File: config.mk
export PLATFORM = sky130hd
export DESIGN_NAME = vseq_top
export DESIGN_NICKNAME = d
export VERILOG_FILES = /design/src/design/vseq_pkg.sv /design/src/design/vseq_addr_counter.sv /design/src/design/vseq_bwen_gen.sv /design/src/design/vseq_ctrl.sv /design/src/design/vseq_lane_valid.sv /design/src/design/vseq_top.sv
export SDC_FILE = /design/constraint.sdc
export NUM_CORES = 1
export LEC_CHECK = 0
export BUFFER_PORTS_ARGS = -buffer_cell sky130_fd_sc_hd__buf_2
export CORE_MARGIN = 5
export CORE_UTILIZATION = 61
export CTS_BUF_LIST = sky130_fd_sc_hd__clkbuf_2 sky130_fd_sc_hd__clkbuf_4 sky130_fd_sc_hd__clkbuf_8
export DETAILED_ROUTE_END_ITERATION = 16
export HOLD_SLACK_MARGIN = 0.08
export PLACE_DENSITY = 0.86
export SYNTH_ARGS = -nofsm -noshare
export SYNTH_HDL_FRONTEND = slang
export SYNTH_HIERARCHICAL = 1
export SYNTH_SLANG_ARGS = --single-unit
export TNS_END_PERCENT = 100
File: constraint.sdc
create_clock -name clk_i -period 7.05 [get_ports clk_i]
set_input_delay 0.3525 -clock clk_i [delete_from_list [all_inputs] [get_ports clk_i]]
set_output_delay 0.3525 -clock clk_i [all_outputs]
set_load 0.1 [all_outputs]
File: src/design/vseq_pkg.sv
// Sequencer package: instruction kinds, element widths, states, byte lanes and width helpers
`default_nettype none

package vseq_pkg;

    typedef enum logic [1:0] {
        ARITH = 2'd0,
        STORE = 2'd1,
        LOAD  = 2'd2
    } inst_kind_e;

    typedef enum logic [1:0] {
        EW_BYTE = 2'd0,
        EW_HALF = 2'd1,
        EW_WORD = 2'd2
    } elem_width_e;

    typedef enum logic [1:0] {
        IDLE,
        ARITH_RUN,
        STORE_RUN,
        LOAD_RUN
    } seq_state_e;

    localparam int BYTES_PER_WORD = 4; // Byte lanes in one VRF word

    //////////////////////////////////////////////////////////////////////
    // Width helpers

    function automatic int addr_w(input int mem_depth);
        return $clog2(mem_depth);
    endfunction

    function automatic int vl_w(input int lanes, input int max_vl_per_lane);
        return $clog2(lanes * max_vl_per_lane);
    endfunction

    function automatic int step_w(input int max_vl_per_lane);
        return $clog2(max_vl_per_lane) + 1; // Room for the full per-lane count
    endfunction

    //////////////////////////////////////////////////////////////////////
    // Lane and element helpers

    function automatic int unsigned elems_per_word(input elem_width_e ew);
        case (ew)
            EW_BYTE: return 4;
            EW_HALF: return 2;
            default: return 1;
        endcase
    endfunction

    // Elements each lane holds, rounded up
    function automatic int unsigned per_lane_elems(input int unsigned vl,
                                                   input int unsigned lanes);
        return (vl + lanes - 1) / lanes;
    endfunction

endpackage

`default_nettype wire

File: src/design/vseq_addr_counter.sv
// Element-stepping word address counter for the VRF read and write ports
`timescale 1ns/1ps
`default_nettype none

module vseq_addr_counter import vseq_pkg::*; #(
    parameter  int MEM_DEPTH = 512,
    localparam int ADDR_W    = addr_w(MEM_DEPTH)
) (
    input  logic              clk_i,
    input  logic              rst_i,
    input  logic [ADDR_W-1:0] start_addr_i,
    input  logic              load_i,
    input  logic              step_i,
    input  logic              word_step_i,  // Whole word per step, load beats
    input  elem_width_e       elem_width_i,
    output logic [ADDR_W-1:0] addr_o
);

    logic [ADDR_W-1:0] addr_q;
    logic [1:0]        elem_idx_q;
    logic [1:0]        idx_last;
    logic              word_done;

    assign idx_last  = 2'(elems_per_word(elem_width_i) - 1);
    assign word_done = word_step_i || (elem_idx_q == idx_last);
    assign addr_o    = addr_q;

    always_ff @(posedge clk_i) begin
        if (!rst_i) begin
            addr_q     <= '0;
            elem_idx_q <= '0;
        end else if (load_i) begin
            addr_q     <= start_addr_i;
            elem_idx_q <= '0;
        end else if (step_i) begin
            if (word_done) begin
                addr_q     <= addr_q + 1'b1; // Last element of the word consumed
                elem_idx_q <= '0;
            end else begin
                elem_idx_q <= elem_idx_q + 1'b1;
            end
        end
    end

    // A vector register must not run off the end of the lane memory
    a_no_addr_wrap: assert property (
        @(posedge clk_i) disable iff (!rst_i)
        (step_i && !load_i && word_done) |-> (addr_q != ADDR_W'(MEM_DEPTH - 1))
    );

endmodule

`default_nettype wire

File: src/design/vseq_bwen_gen.sv
// Per-lane byte write enable generator for arithmetic results and load beats
`timescale 1ns/1ps
`default_nettype none

module vseq_bwen_gen import vseq_pkg::*; #(
    parameter int VLANE_NUM = 8
) (
    input  logic                                          clk_i,
    input  logic                                          rst_i,
    input  logic                                          wr_en_i,
    input  logic                                          wr_step_i,
    input  logic                                          load_mode_i,
    input  elem_width_e                                   elem_width_i,
    input  logic [VLANE_NUM-1:0]                          lane_valid_i,
    input  logic [VLANE_NUM-1:0][BYTES_PER_WORD-1:0]      load_bwen_i,
    input  logic                                          load_valid_i,
    output logic [VLANE_NUM-1:0][BYTES_PER_WORD-1:0]      bwen_o
);

    logic [BYTES_PER_WORD-1:0] byte_pat_q;  // One-hot byte select
    logic [1:0]                half_pat_q;  // Lower or upper halfword
    logic [BYTES_PER_WORD-1:0] pattern;

    //////////////////////////////////////////////////////////////////////
    // Rotating patterns, restarted whenever no write is in progress

    always_ff @(posedge clk_i) begin
        if (!rst_i) begin
            byte_pat_q <= BYTES_PER_WORD'(1);
            half_pat_q <= 2'b01;
        end else if (!wr_en_i) begin
            byte_pat_q <= BYTES_PER_WORD'(1);
            half_pat_q <= 2'b01;
        end else if (wr_step_i) begin
            byte_pat_q <= {byte_pat_q[BYTES_PER_WORD-2:0], byte_pat_q[BYTES_PER_WORD-1]};
            half_pat_q <= {half_pat_q[0], half_pat_q[1]};
        end
    end

    always_comb begin
        case (elem_width_i)
            EW_BYTE: pattern = byte_pat_q;
            EW_HALF: pattern = {{2{half_pat_q[1]}}, {2{half_pat_q[0]}}};
            default: pattern = '1;
        endcase
    end

    //////////////////////////////////////////////////////////////////////
    // Lane outputs

    for (genvar i = 0; i < VLANE_NUM; i++) begin : g_lane
        assign bwen_o[i] = load_mode_i ?
                           (load_bwen_i[i] & {BYTES_PER_WORD{load_valid_i}}) :
                           (pattern & {BYTES_PER_WORD{wr_en_i & lane_valid_i[i]}});
    end

    a_byte_onehot: assert property (
        @(posedge clk_i) disable iff (!rst_i)
        wr_en_i |-> $onehot(byte_pat_q)
    );

endmodule

`default_nettype wire

File: src/design/vseq_ctrl.sv
// Sequencer controller: instruction register, step counter and mode FSM
`timescale 1ns/1ps
`default_nettype none

module vseq_ctrl import vseq_pkg::*; #(
    parameter  int VLANE_NUM       = 8,
    parameter  int MAX_VL_PER_LANE = 256,
    localparam int VL_W            = vl_w(VLANE_NUM, MAX_VL_PER_LANE),
    localparam int STEP_W          = step_w(MAX_VL_PER_LANE)
) (
    input  logic              clk_i,
    input  logic              rst_i,
    input  logic              start_i,
    input  inst_kind_e        inst_kind_i,
    input  elem_width_e       vsew_i,
    input  logic [VL_W-1:0]   vl_i,
    input  logic [STEP_W-1:0] inst_delay_i,
    input  logic              load_valid_i,
    input  logic              load_last_i,
    output logic              ready_o,
    output logic              ready_for_load_o,
    output logic              vrf_ren_o,
    output logic              store_data_valid_o,
    output logic              raddr_load_o,
    output logic              raddr_step_o,
    output logic              waddr_load_o,
    output logic              waddr_step_o,
    output logic              word_step_o,
    output logic              valid_load_o,
    output logic              valid_shift_o,
    output logic              wr_en_o,
    output logic              wr_step_o,
    output logic              load_mode_o,
    output elem_width_e       elem_width_o,
    output logic [VL_W-1:0]   vl_o          // Latched length, live while idle
);

    localparam int CNT_W = STEP_W + 1; // Counts up to inst_delay plus R

    seq_state_e        state_q;
    seq_state_e        state_d;
    logic [CNT_W-1:0]  cnt_q;
    logic [CNT_W-1:0]  wr_end;
    logic [STEP_W-1:0] r_d;
    logic [STEP_W-1:0] r_q;
    logic [STEP_W-1:0] delay_q;
    logic [VL_W-1:0]   vl_q;
    elem_width_e       vsew_q;
    logic              ready_q;
    logic              accept;
    logic              rd_step;
    logic              wr_step;
    logic              load_beat;

    assign accept    = start_i && ready_q;
    assign r_d       = STEP_W'(per_lane_elems(vl_i, VLANE_NUM));
    assign wr_end    = CNT_W'(delay_q) + CNT_W'(r_q);

    //////////////////////////////////////////////////////////////////////
    // Mode FSM

    always_comb begin
        state_d = state_q;
        case (state_q)
            IDLE: begin
                if (accept) begin
                    case (inst_kind_i)
                        ARITH:   state_d = ARITH_RUN;
                        STORE:   state_d = STORE_RUN;
                        default: state_d = LOAD_RUN;
                    endcase
                end
            end
            ARITH_RUN: if (cnt_q >= wr_end) state_d = IDLE;  // Last write step done
            STORE_RUN: if (cnt_q + 1'b1 >= CNT_W'(r_q)) state_d = IDLE;
            default:   if (load_valid_i && load_last_i) state_d = IDLE;
        endcase
    end

    always_ff @(posedge clk_i) begin
        if (!rst_i) begin
            state_q <= IDLE;
            cnt_q   <= '0;
            ready_q <= 1'b1;
        end else begin
            state_q <= state_d;
            if (state_q == ARITH_RUN || state_q == STORE_RUN) begin
                cnt_q <= cnt_q + 1'b1;
            end else begin
                cnt_q <= '0;
            end
            if (accept) begin
                ready_q <= 1'b0;
            end else if (state_d == IDLE) begin
                ready_q <= 1'b1;
            end
        end
    end

    // Instruction register
    always_ff @(posedge clk_i) begin
        if (accept) begin
            vsew_q  <= vsew_i;
            vl_q    <= vl_i;
            delay_q <= inst_delay_i;
            r_q     <= r_d;
        end
    end

    //////////////////////////////////////////////////////////////////////
    // Step and load pulses

    assign rd_step   = (state_q == ARITH_RUN || state_q == STORE_RUN) && (cnt_q < CNT_W'(r_q));
    assign wr_step   = (state_q == ARITH_RUN) && (cnt_q >= CNT_W'(delay_q)) && (cnt_q < wr_end);
    assign load_beat = (state_q == LOAD_RUN) && load_valid_i;

    assign ready_o            = ready_q;
    assign ready_for_load_o   = (state_q == LOAD_RUN);
    assign load_mode_o        = (state_q == LOAD_RUN);
    assign vrf_ren_o          = rd_step;
    assign store_data_valid_o = rd_step && (state_q == STORE_RUN);
    assign raddr_load_o       = accept;
    assign raddr_step_o       = rd_step;
    assign waddr_load_o       = accept;
    assign waddr_step_o       = wr_step || load_beat;
    assign word_step_o        = (state_q == LOAD_RUN); // One word per load beat
    assign wr_en_o            = wr_step;
    assign wr_step_o          = wr_step;
    // Mask restarts so that write step j sees read step j's lanes
    assign valid_load_o       = accept ||
                                ((state_q == ARITH_RUN) && (cnt_q + 1'b1 == CNT_W'(delay_q)));
    assign valid_shift_o      = rd_step || wr_step;
    assign elem_width_o       = vsew_q;
    assign vl_o               = (state_q == IDLE) ? vl_i : vl_q;

    a_ready_only_idle: assert property (
        @(posedge clk_i) disable iff (!rst_i)
        ready_o |-> (state_q == IDLE)
    );

    a_last_with_valid: assert property (
        @(posedge clk_i) disable iff (!rst_i)
        load_last_i |-> load_valid_i
    );

    // One lane mask serves reads and writes, so writes start after the reads
    a_delay_covers_reads: assert property (
        @(posedge clk_i) disable iff (!rst_i)
        (accept && inst_kind_i == ARITH) |-> (inst_delay_i >= r_d)
    );

endmodule

`default_nettype wire

File: src/design/vseq_lane_valid.sv
// Per-lane element-valid register, counts down the remaining vector length
`timescale 1ns/1ps
`default_nettype none

module vseq_lane_valid import vseq_pkg::*; #(
    parameter  int VLANE_NUM       = 8,
    parameter  int MAX_VL_PER_LANE = 256,
    localparam int VL_W            = vl_w(VLANE_NUM, MAX_VL_PER_LANE)
) (
    input  logic                 clk_i,
    input  logic                 rst_i,
    input  logic [VL_W-1:0]      vl_i,
    input  logic                 load_i,
    input  logic                 shift_i,
    output logic [VLANE_NUM-1:0] lane_valid_o
);

    logic [VL_W-1:0] remain_q; // Elements not yet stepped over

    always_ff @(posedge clk_i) begin
        if (!rst_i) begin
            remain_q <= '0;
        end else if (load_i) begin
            remain_q <= vl_i;
        end else if (shift_i) begin
            // One element per lane per step, saturating at zero
            if (remain_q > VL_W'(VLANE_NUM)) begin
                remain_q <= remain_q - VL_W'(VLANE_NUM);
            end else begin
                remain_q <= '0;
            end
        end
    end

    for (genvar i = 0; i < VLANE_NUM; i++) begin : g_lane
        assign lane_valid_o[i] = (remain_q > VL_W'(i));
    end

endmodule

`default_nettype wire

File: src/design/vseq_top.sv
// Vector sequencer top level: controller, address counters, lane valid and byte enables
`timescale 1ns/1ps
`default_nettype none

module vseq_top import vseq_pkg::*; #(
    parameter  int VLANE_NUM       = 8,
    parameter  int MEM_DEPTH       = 512,
    parameter  int MAX_VL_PER_LANE = 256,
    localparam int ADDR_W          = addr_w(MEM_DEPTH),
    localparam int VL_W            = vl_w(VLANE_NUM, MAX_VL_PER_LANE),
    localparam int STEP_W          = step_w(MAX_VL_PER_LANE)
) (
    input  logic                                     clk_i,
    input  logic                                     rst_i,
    input  logic                                     start_i,
    input  inst_kind_e                               inst_kind_i,
    input  elem_width_e                              vsew_i,
    input  logic [VL_W-1:0]                          vl_i,
    input  logic [STEP_W-1:0]                        inst_delay_i,
    input  logic [ADDR_W-1:0]                        waddr_start_i,
    input  logic [1:0][ADDR_W-1:0]                   raddr_start_i,
    input  logic                                     load_valid_i,
    input  logic                                     load_last_i,
    input  logic [VLANE_NUM-1:0][BYTES_PER_WORD-1:0] load_bwen_i,
    output logic                                     ready_o,
    output logic                                     ready_for_load_o,
    output logic                                     vrf_ren_o,
    output logic [1:0][ADDR_W-1:0]                   vrf_raddr_o,
    output logic [ADDR_W-1:0]                        vrf_waddr_o,
    output logic [VLANE_NUM-1:0][BYTES_PER_WORD-1:0] vrf_bwen_o,
    output logic [VLANE_NUM-1:0]                     read_data_valid_o,
    output logic                                     store_data_valid_o
);

    logic            raddr_load;
    logic            raddr_step;
    logic            waddr_load;
    logic            waddr_step;
    logic            word_step;
    logic            valid_load;
    logic            valid_shift;
    logic            wr_en;
    logic            wr_step;
    logic            load_mode;
    elem_width_e     elem_width;
    logic [VL_W-1:0] vl_latched;

    vseq_ctrl #(
        .VLANE_NUM(VLANE_NUM), .MAX_VL_PER_LANE(MAX_VL_PER_LANE)
    ) u_ctrl (
        .clk_i(clk_i), .rst_i(rst_i),
        .start_i(start_i), .inst_kind_i(inst_kind_i), .vsew_i(vsew_i),
        .vl_i(vl_i), .inst_delay_i(inst_delay_i),
        .load_valid_i(load_valid_i), .load_last_i(load_last_i),
        .ready_o(ready_o), .ready_for_load_o(ready_for_load_o),
        .vrf_ren_o(vrf_ren_o), .store_data_valid_o(store_data_valid_o),
        .raddr_load_o(raddr_load), .raddr_step_o(raddr_step),
        .waddr_load_o(waddr_load), .waddr_step_o(waddr_step), .word_step_o(word_step),
        .valid_load_o(valid_load), .valid_shift_o(valid_shift),
        .wr_en_o(wr_en), .wr_step_o(wr_step), .load_mode_o(load_mode),
        .elem_width_o(elem_width), .vl_o(vl_latched)
    );

    //////////////////////////////////////////////////////////////////////
    // Address counters, two read ports and the write port

    vseq_addr_counter #(.MEM_DEPTH(MEM_DEPTH)) u_raddr0 (
        .clk_i(clk_i), .rst_i(rst_i),
        .start_addr_i(raddr_start_i[0]), .load_i(raddr_load), .step_i(raddr_step),
        .word_step_i(1'b0), .elem_width_i(elem_width), .addr_o(vrf_raddr_o[0])
    );

    vseq_addr_counter #(.MEM_DEPTH(MEM_DEPTH)) u_raddr1 (
        .clk_i(clk_i), .rst_i(rst_i),
        .start_addr_i(raddr_start_i[1]), .load_i(raddr_load), .step_i(raddr_step),
        .word_step_i(1'b0), .elem_width_i(elem_width), .addr_o(vrf_raddr_o[1])
    );

    vseq_addr_counter #(.MEM_DEPTH(MEM_DEPTH)) u_waddr (
        .clk_i(clk_i), .rst_i(rst_i),
        .start_addr_i(waddr_start_i), .load_i(waddr_load), .step_i(waddr_step),
        .word_step_i(word_step), .elem_width_i(elem_width), .addr_o(vrf_waddr_o)
    );

    //////////////////////////////////////////////////////////////////////
    // Lane validity and byte enables

    vseq_lane_valid #(
        .VLANE_NUM(VLANE_NUM), .MAX_VL_PER_LANE(MAX_VL_PER_LANE)
    ) u_valid (
        .clk_i(clk_i), .rst_i(rst_i),
        .vl_i(vl_latched), .load_i(valid_load), .shift_i(valid_shift),
        .lane_valid_o(read_data_valid_o)
    );

    vseq_bwen_gen #(.VLANE_NUM(VLANE_NUM)) u_bwen (
        .clk_i(clk_i), .rst_i(rst_i),
        .wr_en_i(wr_en), .wr_step_i(wr_step), .load_mode_i(load_mode),
        .elem_width_i(elem_width), .lane_valid_i(read_data_valid_o),
        .load_bwen_i(load_bwen_i), .load_valid_i(load_valid_i),
        .bwen_o(vrf_bwen_o)
    );

endmodule

`default_nettype wire

==> impl_metrics.py <==
metrics = {
    "placed_design": {
        "dp_hpwl_um": 13900,
        "port_buffers": 158,
        "gp_congestion": 0.946,
        "dp_slack_ps": 2410,
        "dpl_cell_area_um2": 7650,
        "placed_cells": 1052,
    },
    "power": {
        "p_sw_mw": 0.820,
        "p_clk_share_pct": 22.5,
        "p_leak_nw": 3.40,
        "p_per_area_nw_per_um2": 236,
        "p_sw_share_pct": 44.2,
        "internal_power_mw": 1.03,
        "vdd_drop_max_v": 0.000329,
        "combPwrFrac_pct": 41.5,
        "pwr-share-seq_pct": 36.0,
    },
    "global_route": {
        "grt_max_degree": 54,
        "antenna_found_initial": 0,
        "grt_pass1_wl_um": 29300,
        "grt_pass1_vias": 6381,
        "grt.total_usage_pct": 27.1,
        "grt_overflow": 0,
    },
    "worst_setup_path": {
        "critPathRequiredTime_ps": 6700,
        "crit_slowest_cell": "buf_2",
        "cp_max_fo": 12,
        "path_class": "register to output port",
        "crit_chain": "ha_1 > a21o_1 > a21oi_1 > o21ai_0 > o211ai_1 > nor2_1 > a211oi_1 > ha_1 > and4_1 > o2111ai_1 > nand3b_1 > a211o_1 > a211oi_2 > buf_4 > and2b_1 > nand2_1 > o21ai_0 > buf_2",
        "cp-start-kind": "register",
        "end_kind": "output port",
        "critPathArrivalTime_ps": 4760,
        "critPathMaxStageDelay_ps": 460,
    },
    "synthesis": {
        "syn-cell-area_um2": 6850,
        "syn_inst": 772,
        "synth_seq_area_share_pct": 32.0,
        "synth.avg_cell_area_um2": 8.88,
        "ys_warn_count": 6,
        "ys_seq_elements": 94,
        "synth_edf_count": 31,
        "synthFlopType": "dfxtp_1",
        "async_flop_share_pct": 0,
        "synth_cell_types": 78,
    },
    "finish": {
        "regArea_um2": 2190,
        "syn_to_final_growth_pct": 14.9,
        "stdcell_count": 1068,
        "nNetsFinal": 1067,
        "multiInputGateArea_um2": 4290,
        "stdcell_area_um2": 7870,
        "drive_gt1_share_pct": 25.1,
        "num_antenna_cells": 0,
        "fillers": 882,
    },
    "sta": {
        "whs_ps": 126,
        "post-route-period-util_pct": 72.6,
        "hold_viol": 0,
        "tns_ps": 0,
        "period_needed_ps": 5120,
        "setup_slack_ps": 1930,
        "worstMarginPinSlew_ps": 1070,
        "setup_viol": 0,
        "rsz0062_at_grt": "false",
        "fin_skew_ps": 12.2,
        "drv_slew": 0,
        "slew_headroom_pct": 28.5,
        "fmax_ghz": 0.195,
    },
    "clock_network": {
        "cts_tree": "yes",
        "clk-insertion-delay-late_ps": 390,
        "cts_setup_buffers": 0,
        "post_cts_resized": 0,
        "clk_pin_slew_ps": 100,
        "cts_buffers": 9,
        "clk_path_buf_depth": 2,
        "clkSinkCount": 94,
        "cts-root-buf": "clkbuf_8",
        "h-tree-depth": 3,
        "holdBufCountCts": 0,
    },
    "routing": {
        "route.detailed.drc": 0,
        "routed_wirelength_um": 18400,
        "dr.pass1.iters": 5,
        "antenna_left": 0,
        "drt_iter0_drc": 493,
        "via_per_inst": 6.06,
        "vias": 6473,
        "wl_per_cell_um": 17.2,
    },
    "floorplan": {
        "core-area_um2": 10900,
        "die_h_um": 116,
        "pin_count": 159,
        "die_w_um": 116,
        "start_util_pct": 62.7,
        "dieArea_um2": 13500,
        "fp-row-count": 38,
    },
    "status": {
        "status": "completed",
    },
    "job": {
        "drv_cap": 0,
    },
    "min_path": {
        "min-delay-path-class": "primary input to register",
    },
}
==> placed cells by master (no fill, tap or decap), drive strengths merged, types with 11 or more instances in the layout <==
master and instances:
buf 161, o21ai 88, nand2 81, dfxtp 63
ha 55, inv 49, nor2 40, a21oi 36
edfxtp 31, xnor2 20, nand3 20, xor2 15
a31oi 14, nor3 14, mux2i 13, nor2b 13
mux2 13, nor3b 13, and3 11
==> power groups by stage <==
stage | Sequential [mW] | Combinational, mW | Clock (mW)
after detailed placement | 0.677 | 0.763 | 0
after CTS | 0.666 | 0.766 | 0.425
after global placement | 0.676 | 0.749 | 0
after floorplan | 0.788 | 0.506 | 0
final | 0.667 | 0.770 | 0.418
after global routing | 0.675 | 0.824 | 0.442
==> final cells by class <==
| type | instances | area share, % |
|---|---|---|
| sequential | 94 | 27.8 |
| multi-input combinational | 611 | 54.5 |
| inverter | 46 | 2.19 |
| timing repair buffer | 161 | 10.3 |
| clock buffer | 10 | 1.67 |
| clock inverter | 6 | 1.19 |
| tap | 140 | 2.23 |
==> metal layers <==
layer | part of all wire [%] | GRT usage (%)
met1 | 43 | 33.8
met2 | 48 | 46.9
met3 | 6.3 | 5.01
met4 | 2.6 | 9.90
met5 | 0 | 0
==> cell families after synthesis <==
group                      share of synthesized area (%)
and+or+nand+nor                                     21.4
AOI/OAI and AO/OA                                   21.8
DFF                                                 32.0
buffers and inverters                               5.93
adders and majority gates                           10.3
xor gates and xnor gates                            4.47
muxes                                               4.03
other                                             0.0547
==> synth_stat cells, drive strengths merged, types with 10 or more instances <==
library cell / number / area, µm²
nor3: 14 / 91.3
xor2: 15 / 131
nor2b: 13 / 81.3
mux2i: 13 / 130
mux2: 13 / 146
a21oi: 36 / 225
nor2: 40 / 150
xnor2: 20 / 175
a31oi: 14 / 87.6
edfxtp: 31 / 931
dfxtp: 63 / 1260
or2: 10 / 62.6
and3: 11 / 73.8
nand2: 81 / 304
o21ai: 88 / 440
inv: 46 / 173
ha: 55 / 688
buf: 18 / 133
nor3b: 13 / 97.6
nand3: 20 / 105
==> critical path: cells and delay by family, from the launching register on <==
family | cells | cell delay, ps
AO/OA/AOI/OAI | 9 | 1840
AND/OR/NAND/NOR | 5 | 830
buffers and inverters | 2 | 700
adder cells (fa/ha/maj) | 2 | 580
flip-flops | 1 | 440
==> state kept, by name (all words and copies together), names as in the netlist, 2 cells and up <==
register / cells
u_ctrl/vl_q: 11
u_ctrl/delay_q: 9
u_ctrl/cnt_q: 10
u_raddr0/elem_idx_q: 2
u_valid/remain_q: 11
u_ctrl/elem_width_o: 2
u_bwen/half_pat_q: 2
u_raddr1/elem_idx_q: 2
u_ctrl/state_q: 2
u_ctrl/r_q: 9
u_raddr0/addr_o: 9
u_waddr/addr_o: 9
u_bwen/byte_pat_q: 4
u_raddr1/addr_o: 9
u_waddr/elem_idx_q: 2
==> stage by stage <==
step | utilization [%] | power (mW)
2_1_floorplan | - | 1.29
5_1_grt | 72.0 | 1.94
3_3_place_gp | 69.9 | 1.43
6_report | 72.0 | 1.85
3_5_place_dp | 69.9 | 1.44
4_1_cts | 72.0 | 1.86
==> worst paths after layout <==
check,start,cells past startpoint,slack [ps],endpoint
worst max-delay path,u_ctrl/delay_q[1]$_DFFE_PP_,18,1930,vrf_bwen_o[9]
worst max register to register,u_ctrl/delay_q[1]$_DFFE_PP_,19,2600,u_waddr/addr_o[7]$_SDFFE_PN0P_
worst min-delay path,inst_delay_i[3],1,130,u_ctrl/delay_q[3]$_DFFE_PP_
worst min register to register,u_ctrl/cnt_q[0]$_SDFF_PN0_,1,530,u_ctrl/cnt_q[0]$_SDFF_PN0_
Note: power is estimated with default switching activity, not from simulation.
